**src/verilog/audio_types_pkg.sv**
```systemverilog
package audio_types_pkg;

  // width of one PCM sample on the codec byte path
  localparam int SAMPLE_WIDTH = 8;

  // one signed PCM sample, top byte of the codec word
  typedef logic [SAMPLE_WIDTH-1:0] sample_t;

  // registered session mode, owned by the sample store
  // record keeps decimated mic samples, play loops them to the speaker
  typedef enum logic
  {
    RECORDING = 1'b0,
    PLAYING   = 1'b1
  } session_mode_t;

  // reset value of the decimation counters is FACTOR-1, so the
  // first kept sample is the FACTOR-th strobe of a session

endpackage

```
**src/verilog/store_link_pkg.sv**
```systemverilog
package store_link_pkg;

  import audio_types_pkg::*;

  // four-phase state of a link master
  // IDLE waits for a capture, REQUEST holds req high until ack,
  // RELEASE waits for ack to drop before the next transfer
  typedef enum logic [1:0]
  {
    IDLE    = 2'd0,
    REQUEST = 2'd1,
    RELEASE = 2'd2
  } hs_phase_t;

  // decimator to store, sample stable while req is high
  typedef struct packed {
    logic    req;
    sample_t sample;
  } store_write_t;

  // store to playback hold, sample valid while ack is high
  typedef struct packed {
    logic    ack;
    sample_t sample;
  } store_read_t;

endpackage
```
**src/verilog/record_decimator.sv**
```systemverilog
`timescale 1ns/10ps

module record_decimator
  import audio_types_pkg::*;
  import store_link_pkg::*;
#(
  parameter int DECIMATION_FACTOR = 8
)
(
  input  logic          clock,
  input  logic          reset,
  input  logic          frame_strobe,
  input  sample_t       mic_sample,
  input  session_mode_t session_mode,
  input  logic          write_ack,
  output store_write_t  write_link
);

  localparam int CNT_W = (DECIMATION_FACTOR > 1) ? $clog2(DECIMATION_FACTOR) : 1;
  localparam logic [CNT_W-1:0] RELOAD = CNT_W'(DECIMATION_FACTOR - 1);

  logic [CNT_W-1:0] count;
  logic             capture;
  hs_phase_t        phase;
  sample_t          held_sample;

  // the strobe that finds the count at zero keeps its sample
  assign capture = frame_strobe && (session_mode == RECORDING) && (count == '0);

  ////////////////////
  // strobe counter
  ////////////////////

  // reloads outside record mode, so each session starts a fresh count
  always_ff @(posedge clock)
  begin
    if (reset || session_mode != RECORDING)
      count <= RELOAD;
    else if (capture)
      count <= RELOAD;
    else if (frame_strobe)
      count <= count - 1'b1;
  end

  always_ff @(posedge clock)
  begin
    if (capture)
      held_sample <= mic_sample;
  end

  ////////////////////
  // write handshake
  ////////////////////

  always_ff @(posedge clock)
  begin
    if (reset)
      phase <= IDLE;
    else
      case (phase)
        IDLE:    if (capture) phase <= REQUEST;
        REQUEST: if (write_ack) phase <= RELEASE;
        RELEASE: if (!write_ack) phase <= IDLE;
        default: phase <= IDLE;
      endcase
  end

  assign write_link = '{req: (phase == REQUEST), sample: held_sample};

endmodule

```
**config.mk**
```make
export PLATFORM = sky130hd
export DESIGN_NAME = record_decimator
export DESIGN_NICKNAME = d
export VERILOG_FILES = /design/src/verilog/audio_types_pkg.sv /design/src/verilog/store_link_pkg.sv /design/src/verilog/record_decimator.sv
export SDC_FILE = /design/constraint.sdc
export NUM_CORES = 1
export LEC_CHECK = 0
export BUFFER_PORTS_ARGS = -buffer_cell sky130_fd_sc_hd__buf_2
export CAP_MARGIN = 10
export CORE_AREA = 10 10 47 49
export DETAILED_ROUTE_END_ITERATION = 8
export DIE_AREA = 0 0 57 59
export PLACE_DENSITY = 0.71
export SLEW_MARGIN = 20
export SYNTH_ARGS = -nofsm -noshare
export SYNTH_HDL_FRONTEND = slang
export SYNTH_SLANG_ARGS = --single-unit
export TNS_END_PERCENT = 50
```
**constraint.sdc**
```tcl
create_clock -name clock -period 2.45 [get_ports clock]
set_input_delay 0.245 -clock clock [delete_from_list [all_inputs] [get_ports clock]]
set_output_delay 0.245 -clock clock [all_outputs]
set_load 0.02 [all_outputs]
```
# ---- Word-level counts from Yosys, hierarchy flattened
# Index checks and enable logic that the tools add are counted.
dict set report op_classes {
  add_sub_neg 1
  eq_ne 5
  n_mux 4
  bitwise 1
  n_reduce_logical 7
}
# cell count
set op_table {}
lappend op_table {{$mux 2} 3}
lappend op_table {{$ne 2x2->1 const B} 3}
lappend op_table {{$pmux 2 s3} 1}
lappend op_table {{$logic_not 3->1} 1}
lappend op_table {{$reduce_and 3->1} 1}
lappend op_table {{$sub 3x1->3 const B} 1}
lappend op_table {{$eq 2x1->1 const B} 1}
lappend op_table {{$eq 2x2->1 const B} 1}
lappend op_table {{$logic_and 1x1->1} 2}
lappend op_table {{$logic_not 2->1} 1}
lappend op_table {{$reduce_or 2->1} 1}
lappend op_table {{$logic_or 1x1->1} 1}
lappend op_table {{$not 1->1} 1}
dict set report word_totals {
  ff_bits 13
  out_inout_bits 9
  wordCells 21
}

# ---- Depth between registers and ports, before layout
dict set report logic_depth {
  word_depth 5
  ltp_mapped 5
  depth_no_buf 5
}

# ---- Worst setup path after synthesis
# Ideal clock, no wire load.
dict set report synth_path {
  path_type {reg-to-reg}
  from {reg count[0]}
  to {reg held_sample[0] (enable)}
  setup_ns 0.350
  arrival_time_ns 0.975
  t_required_ns 2.100
  setup_slack_ns 1.125
  stages_incl_launch_ff 5
  n_path_buf 0
  period_less_slack_ns 1.325
  path_cell_list {dfxtp_1 > inv_1 > ha_1 > nand2b_4 > nor3b_4}
}
dict set report synth_via {
  elab_chain_cells 2
}
# element line
set synth_lines {}
lappend synth_lines {{start: declaration} record_decimator.sv:22} ;# logic [CNT_W-1:0] count;
lappend synth_lines {{start signal: assignment} record_decimator.sv:42} ;# count <= count - 1'b1;
lappend synth_lines {{$logic_not 3->1} record_decimator.sv:28} ;# assign capture = frame_strobe && (session_mode == RECORDING) && (count == '0);
lappend synth_lines {{$logic_and 1x1->1} record_decimator.sv:28}
lappend synth_lines {{named net capture} record_decimator.sv:23} ;# logic capture;
lappend synth_lines {{end signal: assignment} record_decimator.sv:48} ;# held_sample <= mic_sample;
lappend synth_lines {{end: declaration} record_decimator.sv:25} ;# sample_t held_sample;
# The timed path passes the listed nets, and every way through them passes these cells.
# A chain may end at the register's enable or synchronous reset.

# ---- Worst setup path after layout
dict set report layout_path {
  from {reg count[0]}
  to {reg held_sample[5] (enable)}
}
# The elaborated chain is that of the path after synthesis.

==> flow_summary.json <==
{
  "clock_root_buffer": "clkbuf_4",
  "layout.cells.most_common": "buf_2",
  "cts_num_sinks": 13,
  "cp_data_required_time_ps": 2370,
  "synth-seq-area-share": 0.675,
  "largest_net_degree_at_the_start_of_global_routing": 10,
  "numPlacedInstances": 73,
  "synthesis.instances": 36,
  "antenna-diode-count": 0,
  "dr_total_vias": 353,
  "synth.avg_cell_area_um2": 14.0,
  "timing.slew.headroom": 0.711,
  "max_slew.worst_pin.slew_ps": 434,
  "hold-path-endpoint": "held_sample[0]$_DFFE_PP_",
  "netSwitchingPower_mw": 0.0737,
  "number_of_global_route_vias_before_repair": 387,
  "cts.path.max_buffers": 2,
  "effective_utilization_at_floorplan": 0.360,
  "dp_hpwl_um": 784,
  "route.detailed.vias_per_inst": 4.58,
  "rows": 14,
  "crit_path_start_kind": "flop",
  "pin_count": 22,
  "final.setup.tns_ps": 0,
  "die_area_um2": 3360,
  "share_comb_of_total_power": 0.047,
  "yosys.cell_types.count": 18,
  "crit-reg2reg-capture": "held_sample[5]$_DFFE_PP_",
  "critical_path_peak_fanout": 9,
  "groute.usage.overall": 0.0543,
  "drt.antenna.violating_nets": 0,
  "maxClockFrequency_ghz": 0.688,
  "p_leak_nw": 0.316,
  "insertion_delay_ps": 260,
  "cts_resized": 0,
  "tritoncts": "built",
  "crit_path_max_incr_delay_ps": 400,
  "holdPathStages": 1,
  "core-area_um2": 1400,
  "gp_congestion": 0.630,
  "path_buf_inv": 1,
  "drt_first_iter_violations": 9,
  "maxCapViolations": 0,
  "synth.yosys.warnings": 0,
  "final-hold-violation-count": 0,
  "worst-r2r-cell-count": 4,
  "cts_made_buffers": 3,
  "finalWirelength_um": 970,
  "unrepaired_setup_endpoints_after_global_routing": "false",
  "clk_transition_reported_paths_ps": 80,
  "post_cts_buffers": 0,
  "timing_max_transition_violations_final": 0,
  "fill_cells": 146,
  "floorplan.die.width_um": 57,
  "finish.utilization": 0.469,
  "postSynthNetCount": 51,
  "highest_count_cells_in_the_layout_ignoring_fill_and_taps": "buf_2 (21), edfxtp_1 (8), dfxtp_1 (5)",
  "drc": 0,
  "worst-r2r-setup-slack_ps": 1000,
  "crit_path_end_kind": "flop",
  "cts_hold_buf": 0,
  "layout_overhead_on_the_synthesized_area_pct": 30.3,
  "first_pass_iters": 4,
  "final_layout_size_suffix_gt1_frac": 0.443,
  "globalRoute.totalOverflow": 0,
  "power.share.clock": 0.333,
  "cell_area_after_synthesis_um2": 504,
  "timing.final.setup_violations": 0,
  "chipHeight_um": 59,
  "power.sequential.fraction": 0.620,
  "final-instance-count-excl-fill": 77,
  "crit_slowest_cell": "nor3b_4",
  "layout.nets": 77,
  "post_drt_wl_per_cell_um": 12.6,
  "finish.instance_area_um2": 657,
  "timing.rr.start": "count[0]$_SDFFE_PP1P_",
  "placement.cell_area_um2": 629,
  "timing.hold.worst.start": "mic_sample[0]",
  "chain_of_cells_forming_the_critical_path": "inv_1 -> ha_1 -> nand2b_4 -> nor3b_4",
  "numPortBuffers": 21,
  "h_tree_depth": 1,
  "finClkSkew_ps": 2.03,
  "power.share.switching": 0.196,
  "holdCritPathClass": "in -> reg",
  "peakVddDrop_mv": 0.376,
  "worstSetupPathType": "reg -> reg",
  "cp_data_arrival_time_ps": 1370,
  "outcome": "completed",
  "grt_pass1_wl_mm": 1.49,
  "power_per_cell_area_nw_per_um2": 573,
  "timing.critical_path.max_delay_family": "simple AND/OR/NAND/NOR gates",
  "finalWorstPathRequiredPeriod_ps": 1450,
  "internal_power_mw": 0.302,
  "synth-seq-cells": 13,
  "number_of_antenna_violations_at_the_first_check_in_global_routing": 0,
  "post-route-period-util": 0.593
}
-- kinds of logic after synthesis --
kind of cell               synth area share
AOI/OAI and AO/OA                    0.0596
xor gates and xnor gates             0.0174
adders and majority gates            0.0496
buffers and inverters                0.0149
DFF                                   0.675
and+or+nand+nor                       0.184
-- worst max-delay path by stage --
stage                                     start                  endpoint  slack [ps]  depth (start not counted)
after floorplan           count[0]$_SDFFE_PP1P_  held_sample[0]$_DFFE_PP_        1130                          4
after global placement    count[0]$_SDFFE_PP1P_  held_sample[4]$_DFFE_PP_        1050                          4
after detailed placement  count[0]$_SDFFE_PP1P_  held_sample[4]$_DFFE_PP_        1010                          4
after CTS                 count[0]$_SDFFE_PP1P_  held_sample[4]$_DFFE_PP_         990                          4
after global routing      count[0]$_SDFFE_PP1P_  held_sample[1]$_DFFE_PP_         950                          4
final                     count[0]$_SDFFE_PP1P_  held_sample[5]$_DFFE_PP_        1000                          4
-- stage by stage --
step | hold slack [ps] | power [mW] | worst slack, ps
floorplan | 321 | 0.243 | 1130
global placement | 425 | 0.255 | 1050
detailed placement | 424 | 0.256 | 1010
CTS | 143 | 0.383 | 989
global route | 135 | 0.393 | 950
finish | 150 | 0.376 | 997
-- cells in the mapped netlist --
master | number | area (um2)
nand2_1 | 1 | 3.75
o21ai_1 | 3 | 15.0
nand3_1 | 1 | 5.00
nand2b_4 | 1 | 13.8
a21o_1 | 1 | 7.51
o21a_1 | 1 | 7.51
nor2_1 | 3 | 11.3
ha_1 | 2 | 25.0
dfxtp_1 | 5 | 100
edfxtp_1 | 8 | 240
and3_1 | 2 | 12.5
nor3b_1 | 1 | 7.51
inv_1 | 2 | 7.51
nor4b_1 | 1 | 8.76
nor3_1 | 1 | 5.00
xnor2_1 | 1 | 8.76
nor3b_4 | 1 | 18.8
nor2b_1 | 1 | 6.26
-- power by group through the flow --
stage / combinational (mW) / clock, mW / sequential, mW
after floorplan: 0.00489 / 0 / 0.238
after global placement: 0.0174 / 0 / 0.238
after detailed placement: 0.0177 / 0 / 0.238
after CTS: 0.0179 / 0.132 / 0.233
after global routing: 0.0198 / 0.140 / 0.233
final: 0.0177 / 0.125 / 0.233
-- layout make-up --
type                    count  area (um2)  share of cell area
multi-input cells          21         156               0.238
flip-flops and latches     13         340               0.518
repair buffers             21         105               0.160
clock inverters             1        5.00             0.00762
inverters                   2        7.51              0.0114
well taps                  16        20.0              0.0305
clock buffers               3        22.5              0.0343
-- sequential cells by signal (all words and copies together), names as in the netlist --
signal / flops
count: 3
held_sample: 8
phase: 2
-- layer usage --
metal	track usage	wire, um	vias to the layer above	part of all wire
met2	0.0884	434	17	0.45
met5	0	0	-	0
met4	0.0101	0	0	0
li1	-	-	179	-
met3	0.0472	141	0	0.15
met1	0.0517	394	157	0.41
Power figures use the tool's default switching activity.
