File: src/verilog/audio_types_pkg.sv
package audio_types_pkg;

  // width of one PCM sample on the codec byte path
  localparam int SAMPLE_WIDTH = 8;

  // one signed PCM sample, top byte of the codec word
  typedef logic [SAMPLE_WIDTH-1:0] sample_t;

  // registered session mode, owned by the sample store
  // record keeps decimated mic samples, play loops them to the speaker
  typedef enum logic
  {
    RECORDING = 1'b0,
    PLAYING   = 1'b1
  } session_mode_t;

  // reset value of the decimation counters is FACTOR-1, so the
  // first kept sample is the FACTOR-th strobe of a session

endpackage

File: src/verilog/store_link_pkg.sv
package store_link_pkg;

  import audio_types_pkg::*;

  // four-phase state of a link master
  // IDLE waits for a capture, REQUEST holds req high until ack,
  // RELEASE waits for ack to drop before the next transfer
  typedef enum logic [1:0]
  {
    IDLE    = 2'd0,
    REQUEST = 2'd1,
    RELEASE = 2'd2
  } hs_phase_t;

  // decimator to store, sample stable while req is high
  typedef struct packed {
    logic    req;
    sample_t sample;
  } store_write_t;

  // store to playback hold, sample valid while ack is high
  typedef struct packed {
    logic    ack;
    sample_t sample;
  } store_read_t;

endpackage
File: src/verilog/playback_hold.sv
`timescale 1ns/10ps

module playback_hold
  import audio_types_pkg::*;
  import store_link_pkg::*;
#(
  parameter int DECIMATION_FACTOR = 8
)
(
  input  logic          clock,
  input  logic          reset,
  input  logic          frame_strobe,
  input  session_mode_t session_mode,
  input  store_read_t   read_link,
  output logic          read_req,
  output sample_t       speaker_sample
);

  localparam int CNT_W = (DECIMATION_FACTOR > 1) ? $clog2(DECIMATION_FACTOR) : 1;
  localparam logic [CNT_W-1:0] RELOAD = CNT_W'(DECIMATION_FACTOR - 1);

  logic [CNT_W-1:0] count;
  logic             fetch;
  hs_phase_t        phase;

  // every FACTOR-th strobe in play mode fetches the next entry
  assign fetch = frame_strobe && (session_mode == PLAYING) && (count == '0);

  always_ff @(posedge clock)
  begin
    if (reset || session_mode != PLAYING)
      count <= RELOAD;
    else if (fetch)
      count <= RELOAD;
    else if (frame_strobe)
      count <= count - 1'b1;
  end

  ////////////////////
  // read handshake
  ////////////////////

  always_ff @(posedge clock)
  begin
    if (reset)
      phase <= IDLE;
    else
      case (phase)
        IDLE:    if (fetch) phase <= REQUEST;
        REQUEST: if (read_link.ack) phase <= RELEASE;
        RELEASE: if (!read_link.ack) phase <= IDLE;
        default: phase <= IDLE;
      endcase
  end

  assign read_req = (phase == REQUEST);

  // speaker is muted while recording
  // otherwise the last fetched sample is held until the next one
  always_ff @(posedge clock)
  begin
    if (reset || session_mode != PLAYING)
      speaker_sample <= '0;
    else if (phase == REQUEST && read_link.ack)
      speaker_sample <= read_link.sample;
  end

endmodule

File: config.mk
export PLATFORM = sky130hd
export DESIGN_NAME = playback_hold
export DESIGN_NICKNAME = d
export VERILOG_FILES = /design/src/verilog/audio_types_pkg.sv /design/src/verilog/store_link_pkg.sv /design/src/verilog/playback_hold.sv
export SDC_FILE = /design/constraint.sdc
export NUM_CORES = 1
export LEC_CHECK = 0
export BUFFER_PORTS_ARGS = -buffer_cell sky130_fd_sc_hd__buf_2
export CAP_MARGIN = 20
export CORE_MARGIN = 4
export CORE_UTILIZATION = 46
export DETAILED_ROUTE_END_ITERATION = 7
export PLACE_DENSITY_LB_ADDON = 0.1
export SYNTH_ARGS = -nofsm -noshare
export SYNTH_HDL_FRONTEND = slang
export SYNTH_SLANG_ARGS = --single-unit
export TNS_END_PERCENT = 20
File: constraint.sdc
create_clock -name clock -period 1.31 [get_ports clock]
set_input_delay 0.262 -clock clock [delete_from_list [all_inputs] [get_ports clock]]
set_output_delay 0.262 -clock clock [all_outputs]
set_load 0.05 [all_outputs]
* Word-level counts from Yosys, hierarchy flattened *
Index checks and enable logic that the tools add are counted.

operators by class
  $add $sub $neg = 1
  $mul = 0
  div/mod/pow operators = 0
  magnitude comparators = 0
  eq/ne operators = 5
  shift operators = 0
  mux-type cells = 4
  bitwise operators = 1
  reduce and logical (&&, ||, !) cells = 8

operators with widths
  cell                                                 count
  two-way mux 2 bit                                    3
  != test 2 bit, second input constant                 3
  case mux 2 bit (3 select lines)                      1
  logical AND 1 bit                                    3
  zero test 3 bit                                      1
  AND reduction 3 bit                                  1
  subtractor 3 x 1 -> 3 bit, second input constant     1
  equality test 2 x 1 -> 1 bit, second input constant  1
  equality test 2 bit, second input constant           1
  zero test 2 bit                                      1
  OR reduction 2 bit                                   1
  logical OR 1 bit                                     1
  inverter 1 bit                                       1

storage, ports and cells
  register bits = 13
  bits in latches = 0
  RAM bits = 0
  memory bits (read-only) = 0
  bits of input ports = 13
  output and inout bits = 9
  memories kept = 0

* Logic depth before layout (Yosys ltp) *
Gate-level depths: netlist of the first run.

  word-level depth = 4
  gate-level depth with buffers = 4
  gate-level depth less buffers = 4

* Worst setup path after synthesis of the first run *
OpenSTA, ideal clock, no wires.

  path type = register -> output
  start point = reg phase[0]
  end point = out read_req
  arrival time = 1.083 ns
  data required time = 1.048 ns
  slack = -0.035 ns
  stages on the path, launching flop included = 2
  path buffers = 0
  cells stage by stage = dfxtp_1 -> nor2b_1

on the way
  cells in the longest elaborated chain, start to end = 1

RTL lines
  element                       RTL line             RTL
  from (decl)                   playback_hold.sv:24  hs_phase_t phase;
  from (signal assigned)        playback_hold.sv:46  phase <= IDLE;
  from (signal assigned)        playback_hold.sv:49  IDLE: if (fetch) phase <= REQUEST;
  from (signal assigned)        playback_hold.sv:50  REQUEST: if (read_link.ack) phase <= RELEASE;
  equality test 2 x 1 -> 1 bit  playback_hold.sv:56  assign read_req = (phase == REQUEST);
  to (decl)                     playback_hold.sv:15  output logic read_req,

No other way between the ends.

* Worst setup path after layout of the first run *
Ends and elaborated chain as after synthesis.

==> reports/results.tsv, run 1 <==
metric	value	unit
run status	finished clean	
Worst Hold Endpoint	speaker_sample[5]	
Setup Buffers After CTS	0	
post-synthesis compound-gate area fraction	4.09	%
Arr. time, crit path	0.96	ns
Layout Area Growth over Synthesis	21.8	%
dpl cells	95	
WHS Path Cells	3	
CP Launch Point	phase[0]	
Routed Antenna Nets	0	
CTS tree	done	
Syn Nets	77	
TritonCTS Sinks	13	
first-pass GRT wire length	1.93	mm
Fmax	815	MHz
met2 Use GR	21.5	%
initial antenna violation count	0	
grt met3 use	7.57	%
layout cells sized above 1	33.3	%
PD cells	902	nW/µm²
GP Congestion	0.683	
Via density	5.16	
routed vias	511	
leakage power	0.342	nW
Worst R2R Path Depth	2	
Slew HR	82.0	%
dpl hpwl	905	µm
period utilization	93.6	%
Initial Utilization	49.3	%
Final Hold Fails	0	
Synth Register Bits	13	
xor/xnor share of the synthesized area	2.73	%
Hold Buf Count CTS	0	
fin cells	99	
crit path max-delay cell type	dfxtp_2	
GR peak layer	met2	
Layout Nets	100	
register area share after synthesis	40.5	%
final WL	1.21	mm
H-tree depth	1	
CP delay by family, top	flip-flops	
Post-Synth Adder-Cell Area	3.90	%
Synth Cell Area	642	µm²
simple-gate share of the synthesized area	30.2	%
TritonCTS Buffers	3	
maximum vdd drop	0.613	mV
Ant. Diodes	0	
r2r setup slk	0.24	ns
Setup TNS	0	ns
drt first pass iters	4	
total track usage	13.6	%
count of final setup violators	0	
largest net degree at the start of global routing	21	
max incr delay on CP	0.36	ns
unrepaired setup endpoints after global routing	false	
vias in the first global route	449	
synth unique cells	21	
min-delay src	read_link[5]	
worst min-delay path category	in -> reg	
largest family of logic cells by synthesized area	simple AND/OR/NAND/NOR gates	
die span in x	45.4	µm
WP data required	1.05	ns
Crit Reg-Reg Startpoint	phase[1]	
total congestion overflow	0	
met1 usage	14.4	%
final setup skew	0.00594	ns
post-synthesis mux area share	12.5	%
Final min period	1.23	ns
core area	1300	µm²
mean area per synthesized cell	10.4	µm²
die height	45.4	µm
Routed WL per cell	12.2	µm
root buf cell	clkbuf_4	
CP Max Fanout	5	
Clock Pin Slew Worst Setup and Hold Paths	0.08	ns
Row Count	13	
Crit. End Element	output pin	
crit path cell chain	nor2b_2 > buf_4	
Ports	22	
Buf/Inv on CP	1	
Die Area	2060	µm²
Clk Latency, worst-skew pair	0.28	ns
Mapped Cells	62	
CP Launch Type	register	
Worst Max-Slew Pin Slew	0.270	ns
Crit Path Class	reg -> out	
DRT iter0 DRCs	2	
synth warn	0	
RR Endpoint	phase[0]	
I/O Buffers	21	
Slew Limit Fails	0	
deepest clock path buffer count	2	
Remaining DRCs	0	
max-cap violation count	0	
worst reg2reg max path, cell delays in order, from the launching register on:
cell,delay (ns)
dfxtp_1,0.35
or4b_1,0.52
o21ai_1,0.12
power breakdown:
| part | switching (mW) | total, mW | internal [mW] |
|---|---|---|---|
| clock network | 0.126 | 0.245 | 0.118 |
| registers | 0.00131 | 0.399 | 0.398 |
| logic | 0.0298 | 0.0622 | 0.0325 |
registers in the layout (all words and copies together) (netlist names):
signal and cells:
speaker_sample 8, phase 2, count 3
kinds of logic after synthesis:
kind of cell,after synthesis
multiplexers,8
XOR/XNOR,2
AO/OA/AOI/OAI,4
AND/OR/NAND/NOR,26
flip-flops,13
adder cells (fa/ha/maj),2
buffers and inverters,7
metal layers:
| metal | part of all wire (%) | vias to the layer above |
|---|---|---|
| met2 | 45 | 13 |
| met3 | 8.2 | 4 |
| li1 | - | 266 |
| met5 | 0 | - |
| met1 | 45 | 228 |
| met4 | 1.2 | 0 |
synthesized netlist by cell type (all sizes together):
library cell	n	area share, %
a21oi	1	0.78
and3	1	0.98
and3b	1	1.4
buf	3	3.7
clkbuf	2	1.2
dfxtp	13	41
ha	2	3.9
inv	2	1.2
mux2i	8	12
nand2b	1	0.98
nand3	1	0.78
nand3b	17	20
nor2b	2	1.9
nor3b	1	1.2
o2111ai	1	1.4
o211ai	1	1.2
o21ai	1	0.78
or4b	2	3.1
xnor2	2	2.7
final cells by class:
| class | count | area [µm²] |
|---|---|---|
| multi-input cells | 42 | 345 |
| fillers | 115 | 519 |
| flip-flops and latches | 13 | 262 |
| repair buffers | 23 | 123 |
| inverters | 2 | 7.51 |
| well taps | 15 | 18.8 |
| clock buffers | 4 | 26.3 |
worst max-delay path by stage:
stage	to	cells past startpoint	slack, ns
floorplan	read_req	1	0.21
global placement	phase[0]	3	0.22
detailed placement	phase[0]	3	0.19
CTS	read_req	2	0.02
global route	read_req	2	0.02
finish	read_req	2	0.08
placed cells by master (no fill, tap or decap):
master      n
buf_2      20
nand3b_1   17
dfxtp_1    12
mux2i_1     8
clkbuf_4    3
buf_4       3
inv_1       2
xnor2_1     2
or4b_1      2
ha_1        2
and3b_1     1
nor2b_1     1
nand3_1     1
o21ai_1     1
nand2b_1    1
o2111ai_1   1
a21oi_1     1
and3_1      1
o211ai_1    1
nor3b_1     1
nor2b_2     1
clkbuf_1    1
dfxtp_2     1
per-stage QoR:
stage	util [%]	hold slack [ns]	area [µm²]	total power, mW	setup slack [ns]
3_3_place_gp	57.8	0.470	752	0.468	0.215
5_1_grt	60.1	0.251	782	0.746	0.0229
4_1_cts	60.0	0.246	781	0.718	0.0169
6_report	60.1	0.249	782	0.706	0.0836
2_1_floorplan	-	0.388	644	0.448	0.213
3_5_place_dp	57.8	0.476	752	0.471	0.188
timing repair:
item / 4_1_cts / 5_1_grt
pin swaps: 0 / 0
resized for setup: 1 / 1
endpoints found under the setup margin: 1 / 1
No activity file was read; power rests on OpenSTA's default activity.
==> inputs of run 2 (changes only) <==
- CAP_MARGIN: 20 -> 0
- CORE_UTILIZATION: 46 -> 25
- MAX_ROUTING_LAYER: not set -> met4
==> run 2 against run 1 <==
Non-clock buffer count stayed put. Hold slack better by 0.011 ns. Clock skew is 0.0042 ns lower. Routed wire length is 6.7% higher. Worst setup slack better by 0.0034 ns.
==> reports/results.tsv, run 2 (synthesis gave the netlist of run 1 again) <==
metric	value	unit
Crit Path Class	reg -> out	
GP Congestion	0.596	
Hold Buf Count CTS	0	
maximum vdd drop	0.576	mV
die span in x	58.7	µm
Final Hold Fails	0	
r2r setup slk	0.26	ns
I/O Buffers	21	
Slew Limit Fails	0	
H-tree depth	1	
Post-Route M1 WL	630	µm
vias in the first global route	487	
DRT iter0 DRCs	10	
biggest regs	speaker_sample (8), count (3), phase (2)	
Worst Hold Endpoint	phase[0]	
min-delay src	read_link[8]	
Slew HR	82.8	%
commonest non-fill, non-tap cells in the layout	20 x buf_2, 17 x nand3b_1, 12 x dfxtp_1	
Die Area	3440	µm²
count of final setup violators	0	
initial antenna violation count	0	
drt first pass iters	2	
die height	58.7	µm
Final min period	1.22	ns
Initial Utilization	26.1	%
final WL	1.29	mm
design area	801	µm²
Fmax	818	MHz
WL met2	572	µm
Ant. Diodes	0	
deepest clock path buffer count	2	
worst min-delay path category	in -> reg	
unrepaired setup endpoints after global routing	false	
Layout fillers	267	
Remaining DRCs	0	
Routed Antenna Nets	0	
total track usage	8.69	%
dpl cell area	771	µm²
Setup Buffers After CTS	0	
CP delay by family, top	flip-flops	
leakage power	0.342	nW
Buf/Inv on CP	1	
Setup TNS	0	ns
Arr. time, crit path	0.96	ns
routed vias	505	
run status	finished clean	
CP Launch Type	register	
pre-CTS setup slack	0.168	ns
setup ws final	0.0870	ns
max incr delay on CP	0.37	ns
Crit Reg-Reg Startpoint	phase[1]	
final setup skew	0.00172	ns
Layout Nets	100	
Via density	4.43	
Clock Pin Slew Worst Setup and Hold Paths	0.08	ns
WP data required	1.05	ns
Layout Area Growth over Synthesis	24.8	%
crit path max-delay cell type	dfxtp_2	
Clk Latency, worst-skew pair	0.27	ns
crit path cell chain	nor2b_2 > buf_4	
final hold slack	0.260	ns
total congestion overflow	0	
CP Max Fanout	5	
root buf cell	clkbuf_4	
met3 routed WL	69	µm
Row Count	18	
Worst R2R Path Depth	2	
period utilization	93.4	%
Routed WL per cell	11.3	µm
max-cap violation count	0	
max FFs per register	8	
Crit. End Element	output pin	
Ports	22	
leading cell type in the layout, fill and taps excluded	buf_2	
Biggest register	speaker_sample	
CP Launch Point	phase[0]	
CTS tree	done	
TritonCTS Buffers	3	
TritonCTS Sinks	13	
RR Endpoint	phase[0]	
dpl hpwl	968	µm
top routing layer in use	met4	
core area	2450	µm²
Worst Max-Slew Pin Slew	0.258	ns
first-pass GRT wire length	2.19	mm
WHS Path Cells	3	
largest net degree at the start of global routing	21	
PD cells	879	nW/µm²
layout cells sized above 1	33.3	%
-- run 2: worst min-delay path: cells and delay by family --
| kind | cells | cell delay [ns] |
|---|---|---|
| buf+inv | 1 | 0.09 |
| simple gates | 1 | 0.09 |
| compound gates | 1 | 0.05 |
-- run 2: cell type report --
class	instances	area, µm²	share of cell area [%]
well taps	30	37.5	4.69
multi-input cells	42	345	43.1
clock buffers	4	26.3	3.28
repair buffers	23	123	15.3
flip-flops and latches	13	262	32.7
inverters	2	7.51	0.938
-- run 2: worst max path at each step --
stage / slack (ns) / to / cells past startpoint
final: 0.09 / read_req / 2
after global placement: 0.20 / phase[0] / 3
after global routing: 0.03 / read_req / 2
after CTS: 0.01 / read_req / 2
after detailed placement: 0.17 / phase[0] / 3
after floorplan: 0.21 / read_req / 1
-- run 2: routing by layer --
metal	vias to the layer above	GRT usage [%]
li1	267	-
met1	225	9.75
met2	11	13.7
met5	-	-
met4	0	4.85
met3	2	2.63
-- run 2: through the flow --
stage | std cells | utilization, % | power [mW]
floorplan | 62 | - | 0.448
global placement | 110 | 31.4 | 0.470
detailed placement | 110 | 31.4 | 0.472
CTS | 114 | 32.6 | 0.723
global route | 114 | 32.6 | 0.754
finish | 114 | 32.6 | 0.704
-- run 2: power by group --
group,internal (mW),switching [mW],leakage (nW),total [mW]
Combinational,0.0324,0.0301,0.221,0.0625
Clock,0.118,0.125,0.0150,0.243
Sequential,0.398,0.00126,0.106,0.399
-- run 2: what timing repair did --
action                     4_1_cts  5_1_grt
gates cloned                     0        0
setup endpoints to repair        1        1
resized for setup                1        1
==> inputs of run 3 (changes only) <==
==> constraint.sdc (replaced) <==
create_clock -name clock -period 1.31 [get_ports clock]
set_input_delay 0.1965 -clock clock [delete_from_list [all_inputs] [get_ports clock]]
set_output_delay 0.1965 -clock clock [all_outputs]
set_load 0.05 [all_outputs]
==> run 3 against run 2 <==
Critical path depth unchanged. Largest cell class unchanged. Die area unchanged. Highest routed layer unchanged. Total power grew 1.3%.
==> reports/results.tsv, run 3 (synthesis gave the netlist of run 1 again) <==
metric	value	unit
Final min period	1.19	ns
Layout Nets	100	
Via density	4.46	
Setup Buffers After CTS	0	
GP Congestion	0.601	
dpl hpwl	971	µm
pre-CTS setup slack	0.252	ns
period utilization	91.1	%
Ports	22	
Ant. Diodes	0	
initial antenna violation count	0	
Biggest register	speaker_sample	
Die Area	3440	µm²
routed vias	509	
crit path cell chain	nor2b_1 > clkbuf_4	
max-cap violation count	0	
Routed Antenna Nets	0	
Worst Max-Slew Pin Slew	0.260	ns
TritonCTS Buffers	3	
Remaining DRCs	0	
crit path max-delay cell type	dfxtp_2	
max incr delay on CP	0.36	ns
layout cells sized above 1	32.1	%
Worst R2R Path Depth	2	
unrepaired setup endpoints after global routing	false	
setup ws final	0.117	ns
CTS tree	done	
Clock Pin Slew Worst Setup and Hold Paths	0.08	ns
WP data required	1.11	ns
final setup skew	0.00211	ns
H-tree depth	1	
Clk Latency, worst-skew pair	0.27	ns
vias in the first global route	481	
Final Hold Fails	0	
root buf cell	clkbuf_4	
CP Max Fanout	5	
biggest regs	speaker_sample (8), count (3), phase (2)	
commonest non-fill, non-tap cells in the layout	20 x buf_2, 17 x nand3b_1, 12 x dfxtp_1	
drt first pass iters	3	
CP Launch Type	register	
PD cells	893	nW/µm²
core area	2450	µm²
DRT iter0 DRCs	10	
maximum vdd drop	0.460	mV
count of final setup violators	0	
worst min-delay path category	in -> reg	
first-pass GRT wire length	2.13	mm
max FFs per register	8	
Crit Path Class	reg -> out	
Layout Area Growth over Synthesis	24.4	%
Finished Core Util	32.5	%
Initial Utilization	26.1	%
deepest clock path buffer count	2	
final WL	1.32	mm
die span in x	58.7	µm
leading cell type in the layout, fill and taps excluded	buf_2	
die height	58.7	µm
TritonCTS Sinks	13	
Slew HR	82.8	%
Arr. time, crit path	1.00	ns
total track usage	8.59	%
Row Count	18	
total congestion overflow	0	
Slew Limit Fails	0	
Routed WL per cell	11.5	µm
Setup TNS	0	ns
Fmax	838	MHz
Crit. End Element	output pin	
final hold slack	0.185	ns
largest net degree at the start of global routing	21	
run status	finished clean	
leakage power	0.341	nW
WHS Path Cells	3	
I/O Buffers	21	
run 3: cell count changes in the layout (fill, tap and decap cells not counted), sizes merged:
cell    change
buf         -1
clkbuf      +1
run 3: repair_timing:
| action | 4_1_cts | 5_1_grt |
|---|---|---|
| setup endpoints to repair | 0 | 1 |
| hold buffers | 0 | 0 |
| resized for setup | 0 | 2 |
run 3: final cells by class:
cell class / count / area, µm²
fill: 280 / 1660
tap: 30 / 37.5
multi-input combinational: 42 / 343
clock buffer: 4 / 26.3
sequential: 13 / 262
inverter: 2 / 7.51
timing repair buffer: 23 / 123
run 3: critical path: cells and delay by family, from the launching register on:
family,cells,cell delay (ns)
buf+inv,1,0.23
flops,1,0.36
simple gates,1,0.13
run 3: worst paths after layout:
kind                                         from           endpoint  slack [ns]
worst min-delay path                 read_link[2]  speaker_sample[2]        0.18
worst max-delay path                     phase[0]           read_req        0.12
worst min register to register  speaker_sample[3]  speaker_sample[3]        0.49
worst max register to register           phase[1]           phase[0]        0.26
run 3: layer usage:
metal / vias to the layer above / routed length [µm] / global-route usage [%]
met5: - / 0 / -
met4: 0 / 15 / 2.91
met3: 2 / 103 / 5.04
met2: 13 / 581 / 11.5
met1: 226 / 615 / 10.7
li1: 268 / - / -
run 3: where the power goes:
part / internal (mW) / total, mW / switching, mW
sequential: 0.398 / 0.399 / 0.00151
clock: 0.118 / 0.252 / 0.134
combinational: 0.0324 / 0.0615 / 0.0291
total: 0.548 / 0.713 / 0.165
run 3: per-stage QoR:
| stage | total power [mW] | instances | instance area [µm²] |
|---|---|---|---|
| after floorplan | 0.448 | 62 | 642 |
| final | 0.713 | 114 | 798 |
| after detailed placement | 0.471 | 110 | 768 |
| after CTS | 0.734 | 114 | 795 |
| after global routing | 0.762 | 114 | 798 |
| after global placement | 0.470 | 110 | 768 |
